[config.mk]
export PLATFORM = sky130hd
export DESIGN_NAME = uartRxTop
export DESIGN_NICKNAME = d
export VERILOG_FILES = /design/src/rtl/uartRxPkg.sv /design/src/rtl/bitTimer.sv /design/src/rtl/rxFifo.sv /design/src/rtl/rxFrameFsm.sv /design/src/rtl/uartRxConfig.sv /design/src/rtl/uartRxTop.sv
export SDC_FILE = /design/constraint.sdc
export NUM_CORES = 1
export LEC_CHECK = 0
export BUFFER_PORTS_ARGS = -buffer_cell sky130_fd_sc_hd__buf_2
export CORE_UTILIZATION = 40
export CTS_BUF_LIST = sky130_fd_sc_hd__clkbuf_8
export DETAILED_ROUTE_END_ITERATION = 7
export PLACE_DENSITY = 0.53
export SETUP_SLACK_MARGIN = 0.1
export SLEW_MARGIN = 20
export SYNTH_ARGS = -nofsm -noshare
export SYNTH_HDL_FRONTEND = slang
export SYNTH_HIERARCHICAL = 1
export SYNTH_SLANG_ARGS = --single-unit
[constraint.sdc]
create_clock -name Clk -period 7.5 [get_ports Clk]
set_input_delay 0 -clock Clk [delete_from_list [all_inputs] [get_ports Clk]]
set_output_delay 0 -clock Clk [all_outputs]
set_load 0.005 [all_outputs]
[src/rtl/uartRxPkg.sv]
package uartRxPkg;

	// Parity sense taken from the format register, bits 1:0.
	typedef enum logic [1:0]
	{
		parityNone = 2'd0,
		parityEven = 2'd1,
		parityOdd  = 2'd2
	} parityMode;

	// Writable register map.
	typedef enum logic [1:0]
	{
		regDivisor = 2'd0, // Bit period in clocks.
		regFormat  = 2'd1, // Parity in 1:0, two stop bits in 2.
		regClear   = 2'd2  // Any write clears overrun.
	} regAddr;

	typedef enum logic [2:0]
	{
		idle      = 3'd0,
		startBit  = 3'd1,
		dataBits  = 3'd2,
		parityBit = 3'd3,
		stopBits  = 3'd4,
		done      = 3'd5
	} rxState;

	// Bit positions in the 3-bit error tag.
	localparam int errFraming = 2;
	localparam int errParity  = 1;
	localparam int errBreak   = 0;

endpackage

[src/rtl/bitTimer.sv]
`timescale 1ns/1ps

module bitTimer #(
	parameter int DivWidth = 16
) (
	input  logic                Clk,
	input  logic                Rst,
	input  logic                start,
	input  logic [DivWidth-1:0] divisor,
	output logic                sampleTick
);

	// Enough ticks for the longest 8-bit frame, then the counter parks.
	localparam int MaxTicks = 15;
	localparam int TickW    = $clog2(MaxTicks + 1);

	logic [DivWidth-1:0] count;
	logic [DivWidth-1:0] period; // Divisor captured at the start edge.
	logic [TickW-1:0]    ticksLeft;
	logic                running;

	assign running    = ticksLeft != '0;
	assign sampleTick = running && count == '0;

	always_ff @(posedge Clk or posedge Rst)
	begin
		if (Rst)
		begin
			count     <= '0;
			ticksLeft <= '0;
		end
		else if (start)
		begin
			count     <= (divisor >> 1) - 1'b1; // First tick lands at mid start bit.
			ticksLeft <= TickW'(MaxTicks);
		end
		else if (sampleTick)
		begin
			count     <= period - 1'b1;
			ticksLeft <= ticksLeft - 1'b1;
		end
		else if (running)
			count <= count - 1'b1;
	end

	always_ff @(posedge Clk)
	begin
		if (start)
			period <= divisor;
	end

endmodule

[src/rtl/rxFifo.sv]
`timescale 1ns/1ps

module rxFifo #(
	parameter int DataBits  = 8,
	parameter int FifoDepth = 4
) (
	input  logic                Clk,
	input  logic                Rst,
	input  logic                push,
	input  logic [DataBits-1:0] pushData,
	input  logic [2:0]          pushErr,
	input  logic                rxReady,
	output logic                rxValid,
	output logic [DataBits-1:0] rxData,
	output logic [2:0]          rxErr,
	output logic                rts,
	output logic                dropped
);

	localparam int PtrW   = $clog2(FifoDepth);
	localparam int CountW = $clog2(FifoDepth + 1);
	localparam logic [PtrW-1:0] LastPtr = PtrW'(FifoDepth - 1);

	logic [DataBits+2:0] mem [FifoDepth]; // Error tag above the byte.
	logic [PtrW-1:0]     wrPtr;
	logic [PtrW-1:0]     rdPtr;
	logic [CountW-1:0]   count;
	logic                full;
	logic                doPush;
	logic                doPop;

	assign full    = count == CountW'(FifoDepth);
	assign rxValid = count != '0;
	assign doPush  = push && !full;
	assign doPop   = rxValid && rxReady;
	assign dropped = push && full; // Push has no ready, so the frame is lost.
	assign rts     = !full;

	assign {rxErr, rxData} = mem[rdPtr];

	always_ff @(posedge Clk)
	begin
		if (doPush)
			mem[wrPtr] <= {pushErr, pushData};
	end

	always_ff @(posedge Clk or posedge Rst)
	begin
		if (Rst)
		begin
			wrPtr <= '0;
			rdPtr <= '0;
			count <= '0;
		end
		else
		begin
			if (doPush)
				wrPtr <= (wrPtr == LastPtr) ? '0 : wrPtr + 1'b1;
			if (doPop)
				rdPtr <= (rdPtr == LastPtr) ? '0 : rdPtr + 1'b1;
			case ({doPush, doPop})
				2'b10:   count <= count + 1'b1;
				2'b01:   count <= count - 1'b1;
				default: ;
			endcase
		end
	end

endmodule

[src/rtl/rxFrameFsm.sv]
`timescale 1ns/1ps

module rxFrameFsm #(
	parameter int DataBits = 8,
	parameter int DivWidth = 16
) (
	input  logic                 Clk,
	input  logic                 Rst,
	input  logic                 rxIn,
	input  logic                 sampleTick,
	input  logic [DivWidth-1:0]  divisor,
	input  uartRxPkg::parityMode parity,
	input  logic                 twoStop,
	output logic                 timerStart,
	output logic                 frameValid,
	output logic [DataBits-1:0]  frameData,
	output logic [2:0]           frameErr
);

	localparam int BitCntW = $clog2(DataBits);
	localparam logic [BitCntW-1:0] LastBit = BitCntW'(DataBits - 1);

	uartRxPkg::rxState    state;
	uartRxPkg::rxState    stateNext;
	uartRxPkg::parityMode parityLat;
	logic                 twoStopLat;

	logic                rxMeta;
	logic                rxLine;
	logic                rxPrev;
	logic                startEdge;
	logic                divisorOk;
	logic [BitCntW-1:0]  bitCnt;
	logic                stopCnt;
	logic [DataBits-1:0] dataReg;
	logic                parAcc; // Running XOR of the data bits.
	logic                parRx;
	logic                stopLow;
	logic                parErr;

	// ####################
	// Input synchronizer and start edge.
	always_ff @(posedge Clk or posedge Rst)
	begin
		if (Rst)
		begin
			rxMeta <= 1'b1; // Line idles high.
			rxLine <= 1'b1;
			rxPrev <= 1'b1;
		end
		else
		begin
			rxMeta <= rxIn;
			rxLine <= rxMeta;
			rxPrev <= rxLine;
		end
	end

	// A divisor below 2 cannot place a mid-bit sample.
	assign divisorOk  = divisor > DivWidth'(1);
	assign startEdge  = rxPrev && !rxLine && divisorOk;
	assign timerStart = (state == uartRxPkg::idle) && startEdge;

	// ####################
	// State machine.
	always_comb
	begin
		stateNext = state;
		case (state)
			uartRxPkg::idle:
				if (startEdge)
					stateNext = uartRxPkg::startBit;
			uartRxPkg::startBit:
				if (sampleTick)
					stateNext = rxLine ? uartRxPkg::idle : uartRxPkg::dataBits; // High is a glitch.
			uartRxPkg::dataBits:
				if (sampleTick && bitCnt == LastBit)
				begin
					if (parityLat == uartRxPkg::parityNone)
						stateNext = uartRxPkg::stopBits;
					else
						stateNext = uartRxPkg::parityBit;
				end
			uartRxPkg::parityBit:
				if (sampleTick)
					stateNext = uartRxPkg::stopBits;
			uartRxPkg::stopBits:
				if (sampleTick && (!twoStopLat || stopCnt))
					stateNext = uartRxPkg::done;
			uartRxPkg::done:
				stateNext = uartRxPkg::idle;
			default:
				stateNext = uartRxPkg::idle;
		endcase
	end

	always_ff @(posedge Clk or posedge Rst)
	begin
		if (Rst)
		begin
			state      <= uartRxPkg::idle;
			parityLat  <= uartRxPkg::parityNone;
			twoStopLat <= 1'b0;
			bitCnt     <= '0;
			stopCnt    <= 1'b0;
		end
		else
		begin
			state <= stateNext;
			if (timerStart)
			begin
				parityLat  <= parity; // Format is fixed for the whole frame.
				twoStopLat <= twoStop;
				bitCnt     <= '0;
				stopCnt    <= 1'b0;
			end
			else if (sampleTick)
			begin
				if (state == uartRxPkg::dataBits)
					bitCnt <= bitCnt + 1'b1;
				if (state == uartRxPkg::stopBits)
					stopCnt <= 1'b1;
			end
		end
	end

	// Shift register, MSB first, and the sampled parity and stop bits.
	always_ff @(posedge Clk)
	begin
		if (timerStart)
		begin
			parAcc  <= 1'b0;
			parRx   <= 1'b0;
			stopLow <= 1'b0;
		end
		else if (sampleTick)
		begin
			case (state)
				uartRxPkg::dataBits:
				begin
					dataReg <= {dataReg[DataBits-2:0], rxLine};
					parAcc  <= parAcc ^ rxLine;
				end
				uartRxPkg::parityBit:
					parRx <= rxLine;
				uartRxPkg::stopBits:
					stopLow <= stopLow | !rxLine;
				default: ;
			endcase
		end
	end

	// ####################
	// Error tag and output.
	always_comb
	begin
		case (parityLat)
			uartRxPkg::parityEven: parErr = parAcc ^ parRx;
			uartRxPkg::parityOdd:  parErr = !(parAcc ^ parRx);
			default:               parErr = 1'b0;
		endcase
	end

	always_comb
	begin
		frameErr = 3'b000;
		if (state == uartRxPkg::done)
		begin
			frameErr[uartRxPkg::errFraming] = stopLow;
			frameErr[uartRxPkg::errParity]  = parErr;
			frameErr[uartRxPkg::errBreak]   = stopLow && (dataReg == '0);
		end
	end

	assign frameValid = state == uartRxPkg::done;
	assign frameData  = dataReg;

endmodule

[src/rtl/uartRxConfig.sv]
`timescale 1ns/1ps

module uartRxConfig #(
	parameter int DivWidth = 16
) (
	input  logic                 Clk,
	input  logic                 Rst,
	input  logic                 cfgValid,
	output logic                 cfgReady,
	input  uartRxPkg::regAddr    cfgAddr,
	input  logic [15:0]          cfgData,
	input  logic                 dropped,
	output logic [DivWidth-1:0]  divisor,
	output uartRxPkg::parityMode parity,
	output logic                 twoStop,
	output logic                 overrun
);

	logic cfgWrite;

	assign cfgReady = 1'b1; // Registers accept a write every cycle.
	assign cfgWrite = cfgValid && cfgReady;

	// ####################
	// Format and divisor registers.
	always_ff @(posedge Clk or posedge Rst)
	begin
		if (Rst)
		begin
			divisor <= DivWidth'(16);
			parity  <= uartRxPkg::parityNone;
			twoStop <= 1'b0;
		end
		else if (cfgWrite)
		begin
			case (cfgAddr)
				uartRxPkg::regDivisor:
					divisor <= cfgData[DivWidth-1:0];
				uartRxPkg::regFormat:
				begin
					if (cfgData[1:0] == 2'd3)
						parity <= uartRxPkg::parityNone; // Unused code means no parity.
					else
						parity <= uartRxPkg::parityMode'(cfgData[1:0]);
					twoStop <= cfgData[2];
				end
				default: ;
			endcase
		end
	end

	// Sticky overrun; a drop in the same cycle as a clear wins.
	always_ff @(posedge Clk or posedge Rst)
	begin
		if (Rst)
			overrun <= 1'b0;
		else if (dropped)
			overrun <= 1'b1;
		else if (cfgWrite && cfgAddr == uartRxPkg::regClear)
			overrun <= 1'b0;
	end

endmodule

[src/rtl/uartRxTop.sv]
`timescale 1ns/1ps

module uartRxTop #(
	parameter int DataBits  = 8,
	parameter int DivWidth  = 16,
	parameter int FifoDepth = 4
) (
	input  logic                Clk,
	input  logic                Rst,
	input  logic                cfgValid,
	output logic                cfgReady,
	input  uartRxPkg::regAddr   cfgAddr,
	input  logic [15:0]         cfgData,
	input  logic                rxIn,
	output logic                rxValid,
	input  logic                rxReady,
	output logic [DataBits-1:0] rxData,
	output logic [2:0]          rxErr,
	output logic                rts,
	output logic                overrun
);

	logic [DivWidth-1:0]  divisor;
	uartRxPkg::parityMode parity;
	logic                 twoStop;
	logic                 dropped;
	logic                 timerStart;
	logic                 sampleTick;
	logic                 frameValid;
	logic [DataBits-1:0]  frameData;
	logic [2:0]           frameErr;

	uartRxConfig #(.DivWidth(DivWidth)) config_i (
		.Clk(Clk),
		.Rst(Rst),
		.cfgValid(cfgValid),
		.cfgReady(cfgReady),
		.cfgAddr(cfgAddr),
		.cfgData(cfgData),
		.dropped(dropped),
		.divisor(divisor),
		.parity(parity),
		.twoStop(twoStop),
		.overrun(overrun)
	);

	bitTimer #(.DivWidth(DivWidth)) timer_i (
		.Clk(Clk),
		.Rst(Rst),
		.start(timerStart),
		.divisor(divisor),
		.sampleTick(sampleTick)
	);

	rxFrameFsm #(.DataBits(DataBits), .DivWidth(DivWidth)) fsm_i (
		.Clk(Clk),
		.Rst(Rst),
		.rxIn(rxIn),
		.sampleTick(sampleTick),
		.divisor(divisor),
		.parity(parity),
		.twoStop(twoStop),
		.timerStart(timerStart),
		.frameValid(frameValid),
		.frameData(frameData),
		.frameErr(frameErr)
	);

	rxFifo #(.DataBits(DataBits), .FifoDepth(FifoDepth)) fifo_i (
		.Clk(Clk),
		.Rst(Rst),
		.push(frameValid),
		.pushData(frameData),
		.pushErr(frameErr),
		.rxReady(rxReady),
		.rxValid(rxValid),
		.rxData(rxData),
		.rxErr(rxErr),
		.rts(rts),
		.dropped(dropped)
	);

endmodule

==> results.ini <==
[clock_tree]
clockRootBuffer = clkbuf_8
htreeDepth = 4
clk_pin_slew_ps = 80
post_cts_buffers = 0
ctsHoldBuffers = 22
clock_latency_ps = 440
cts_resized = 0
cts_buffers = 17
cts_tree = built
cts_sinks = 131
cts.path.max_buffers = 2

[yosys]
synth_compound_area_share_pct = 9.844
ys_top_cells_by_area = edfxtp_1 (33%), dfrtp_1 (23%), mux2_2 (4.2%), mux4_2 (4.0%), ha_1 (2.2%)
syn_avg_cell_area_um2 = 13.03
synthCells = 474
yosysWarningCount = 6
synth_area_leader_cell = edfxtp_1
synthDistinctLibCells = 84
synth_xor_xnor_area_share_pct = 1.701
synth_top_area_share_pct = 33.06
synth_flop_cell = edfxtp_1
synth-edff-count = 68
synth_nets = 509
synth_top_family_by_area = simple AND/OR/NAND/NOR gates
ys_seq_elements = 131
synth-simple-area-share_pct = 13.45
async_flop_share_pct = 45.80
yosysMostFrequentCell = edfxtp_1
synth_fa_ha_area_share_pct = 2.552
netlist_area_um2 = 6177
synth_mux_area_share_pct = 10.72
ys_seq_area_share_pct = 58.42
synthTopCellsByCount = edfxtp_1 (68), dfrtp_1 (56), nand2_1 (33), nor2_1 (31), mux2_2 (23)

[finish]
stdcell_count = 736
diodes = 0
num-nets-final = 570
fin_util_pct = 47.15
final_layout_size_suffix_gt1_share_pct = 25.00
fillers = 1314
area.growth.synth_to_final_pct = 15.60

[pwr]
power_density_nw_per_um2 = 303.9
comb_power_share_pct = 25.0
p_int_mw = 1.468
p_leak_nw = 2.722
switching_power_uw = 702.0
p_seq_share_pct = 46.2
switching_share_pct = 32.35
p_clk_share_pct = 28.8
peakVddDrop_v = 0.0001510

[timing]
setup_violations = 0
max_freq_mhz = 267.4
drv_slew = 0
rsz0062_at_grt = no
slew_headroom_pct = 33.92
finalHoldViolCount = 0
fin_hold_ws_ps = 61.78
timing.final.crit_share_pct = 49.87
fin_crit_ps = 3740
worst_slew_pin_slew_ps = 982.2
skew_ps = 11.49
tns_ps = 0

[drt]
drc = 0
wl_per_cell_um = 17.24
vias_per_cell = 5.482
drt_wl_total_um = 12690
dr.pass1.iters = 5
drtIter0Drc = 465
via_count = 4035
ant_nets = 0

[placed_design]
dpl.hpwl_um = 8690
portBuffers = 36
dp.cells = 682
routabilityCongestion = 0.8667

[critical_path]
endpoint = timer_i/count[15]$_DFFE_PP0P_
cp_data_arrival_time_ps = 4060
max_stage_delay_ps = 630
critPathLaunchType = register
crit_chain = nor4b_4 > nand2b_2 > nor2_8 > buf_4 > inv_2 > o41ai_1 > o41ai_4 > nor3_1 > a31o_1 > a31oi_1
endpoint_kind = register
crit_start = fsm_i/state[0]$_DFFE_PP0P_
rr_startpoint = fsm_i/state[0]$_DFFE_PP0P_
slowest_stage = o41ai_1
worstReg2RegEnd = timer_i/count[15]$_DFFE_PP0P_
crit_required_ps = 7820
worstSetupPathType = register to register
cp_max_fo = 63
path_buf_inv = 2
path_delay_family = compound AO/OA/AOI/OAI gates
path_depth = 10
r2r_cells = 10
rrSetupSlack_ps = 3760

[grt]
grt_max_degree = 64
grt.total_usage_pct = 17.31
overflow = 0
antenna_found_initial = 0
first_global_vias = 3947
grt_pass1_wl_um = 20900

[floorplanning]
die_w_um = 126.3
pin_count = 38
coreArea_um2 = 15150
die_y_um = 126.3
placementRows = 45
dieArea_um2 = 15940
start_util_pct = 40.78

[status]
status = completed

[worst_hold_path]
hold_class = primary input to register
hold_path_startpoint = cfgAddr[1]

[flow_run]
max_cap_viol_count = 0

final cells by class:
class / instances / area, µm² / share of cell area [%]
well taps: 188 / 235.2 / 3.294
multi-input cells: 301 / 2374 / 33.24
clock buffers: 17 / 234.0 / 3.277
flip-flops and latches: 131 / 3608 / 50.53
clock inverters: 15 / 183.9 / 2.576
inverters: 24 / 90.09 / 1.262
repair buffers: 60 / 415.4 / 5.817
state kept, by name, summed over array words and instances (netlist names), 2 cells and up:
signal / flops
config_i/divisor: 16
config_i/parity: 2
fifo_i/count: 3
fifo_i/mem: 44
fifo_i/rdPtr: 2
fifo_i/wrPtr: 2
fsm_i/bitCnt: 3
fsm_i/frameData: 8
fsm_i/parityLat: 2
fsm_i/state: 3
timer_i/count: 16
timer_i/period: 16
timer_i/ticksLeft: 4
cell usage in the layout, fill, tap and decap left out, drive strengths merged, types with 4 or more instances in the layout:
| cell | synthesis | final |
|---|---|---|
| nand4 | 5 | 5 |
| dlygate4sd3 | 0 | 22 |
| a41oi | 4 | 4 |
| o21ai | 15 | 15 |
| nor2 | 32 | 32 |
| inv | 24 | 28 |
| or2 | 4 | 4 |
| nor3 | 9 | 9 |
| nand3 | 7 | 7 |
| buf | 12 | 38 |
| nand2b | 7 | 7 |
| mux4 | 11 | 11 |
| nand2 | 33 | 33 |
| dfrtp | 56 | 56 |
| a21oi | 17 | 17 |
| clkbuf | 6 | 17 |
| clkinv | 0 | 6 |
| or4 | 4 | 4 |
| xor2 | 4 | 4 |
| ha | 11 | 11 |
| a311o | 4 | 4 |
| nor3b | 4 | 4 |
| dfstp | 4 | 4 |
| or3 | 4 | 4 |
| edfxtp | 68 | 68 |
| and3 | 9 | 9 |
| xnor2 | 8 | 8 |
| mux2i | 8 | 8 |
| mux2 | 28 | 28 |
| o211ai | 5 | 5 |
| a31oi | 8 | 8 |
| a21o | 4 | 4 |
| nor4 | 10 | 10 |
metal layers:
metal,up-vias,share of wire [%],track usage [%]
met1,1965,49,24.52
met4,0,1.0,6.378
met5,-,0,0
li1,1911,-,-
met3,14,5.4,4.503
met2,145,45,25.54
worst min-delay path, stage by stage:
cell and delay, ps:
buf_2 120, nor3b_4 110, mux2_2 240
stage by stage:
stage	power, mW	area, µm²	worst slack (ps)
2_1_floorplan	1.389	6177	3910
3_3_place_gp	1.539	6502	3783
3_5_place_dp	1.548	6502	3762
4_1_cts	2.189	7141	3757
5_1_grt	2.295	7141	3446
6_report	2.170	7141	3760
how the worst min path moves through the flow:
stage                                  endpoint  slack (ps)  cells after the start
6_report        config_i/divisor[2]$_DFFE_PP0P_          60                      3
5_1_grt        config_i/divisor[15]$_DFFE_PP0P_          50                      3
4_1_cts         config_i/divisor[9]$_DFFE_PP0P_          40                      3
3_5_place_dp        fifo_i/count[2]$_DFFE_PP0P_          20                      2
3_3_place_gp        fifo_i/count[2]$_DFFE_PP0P_          10                      2
2_1_floorplan       fifo_i/count[0]$_DFFE_PP0P_        -200                      1
cell families (layout without fill, tap and decap cells):
| kind of cell | count (synthesis) | after routing |
|---|---|---|
| flip-flops | 131 | 131 |
| buffers and inverters | 42 | 116 |
| adder cells (fa/ha/maj) | 12 | 12 |
| XOR/XNOR | 12 | 12 |
| AND/OR/NAND/NOR | 145 | 145 |
| AO/OA/AOI/OAI | 84 | 84 |
| other | 1 | 1 |
| multiplexers | 47 | 47 |
power by group through the flow:
stage / Clock (mW) / Combinational (mW) / Sequential [mW]
global route: 0.672 / 0.600 / 1.02
detailed placement: 0 / 0.532 / 1.02
floorplan: 0 / 0.449 / 0.939
global placement: 0 / 0.523 / 1.02
finish: 0.625 / 0.542 / 1.00
CTS: 0.645 / 0.542 / 1.00
(Power assumes the default switching activity.)
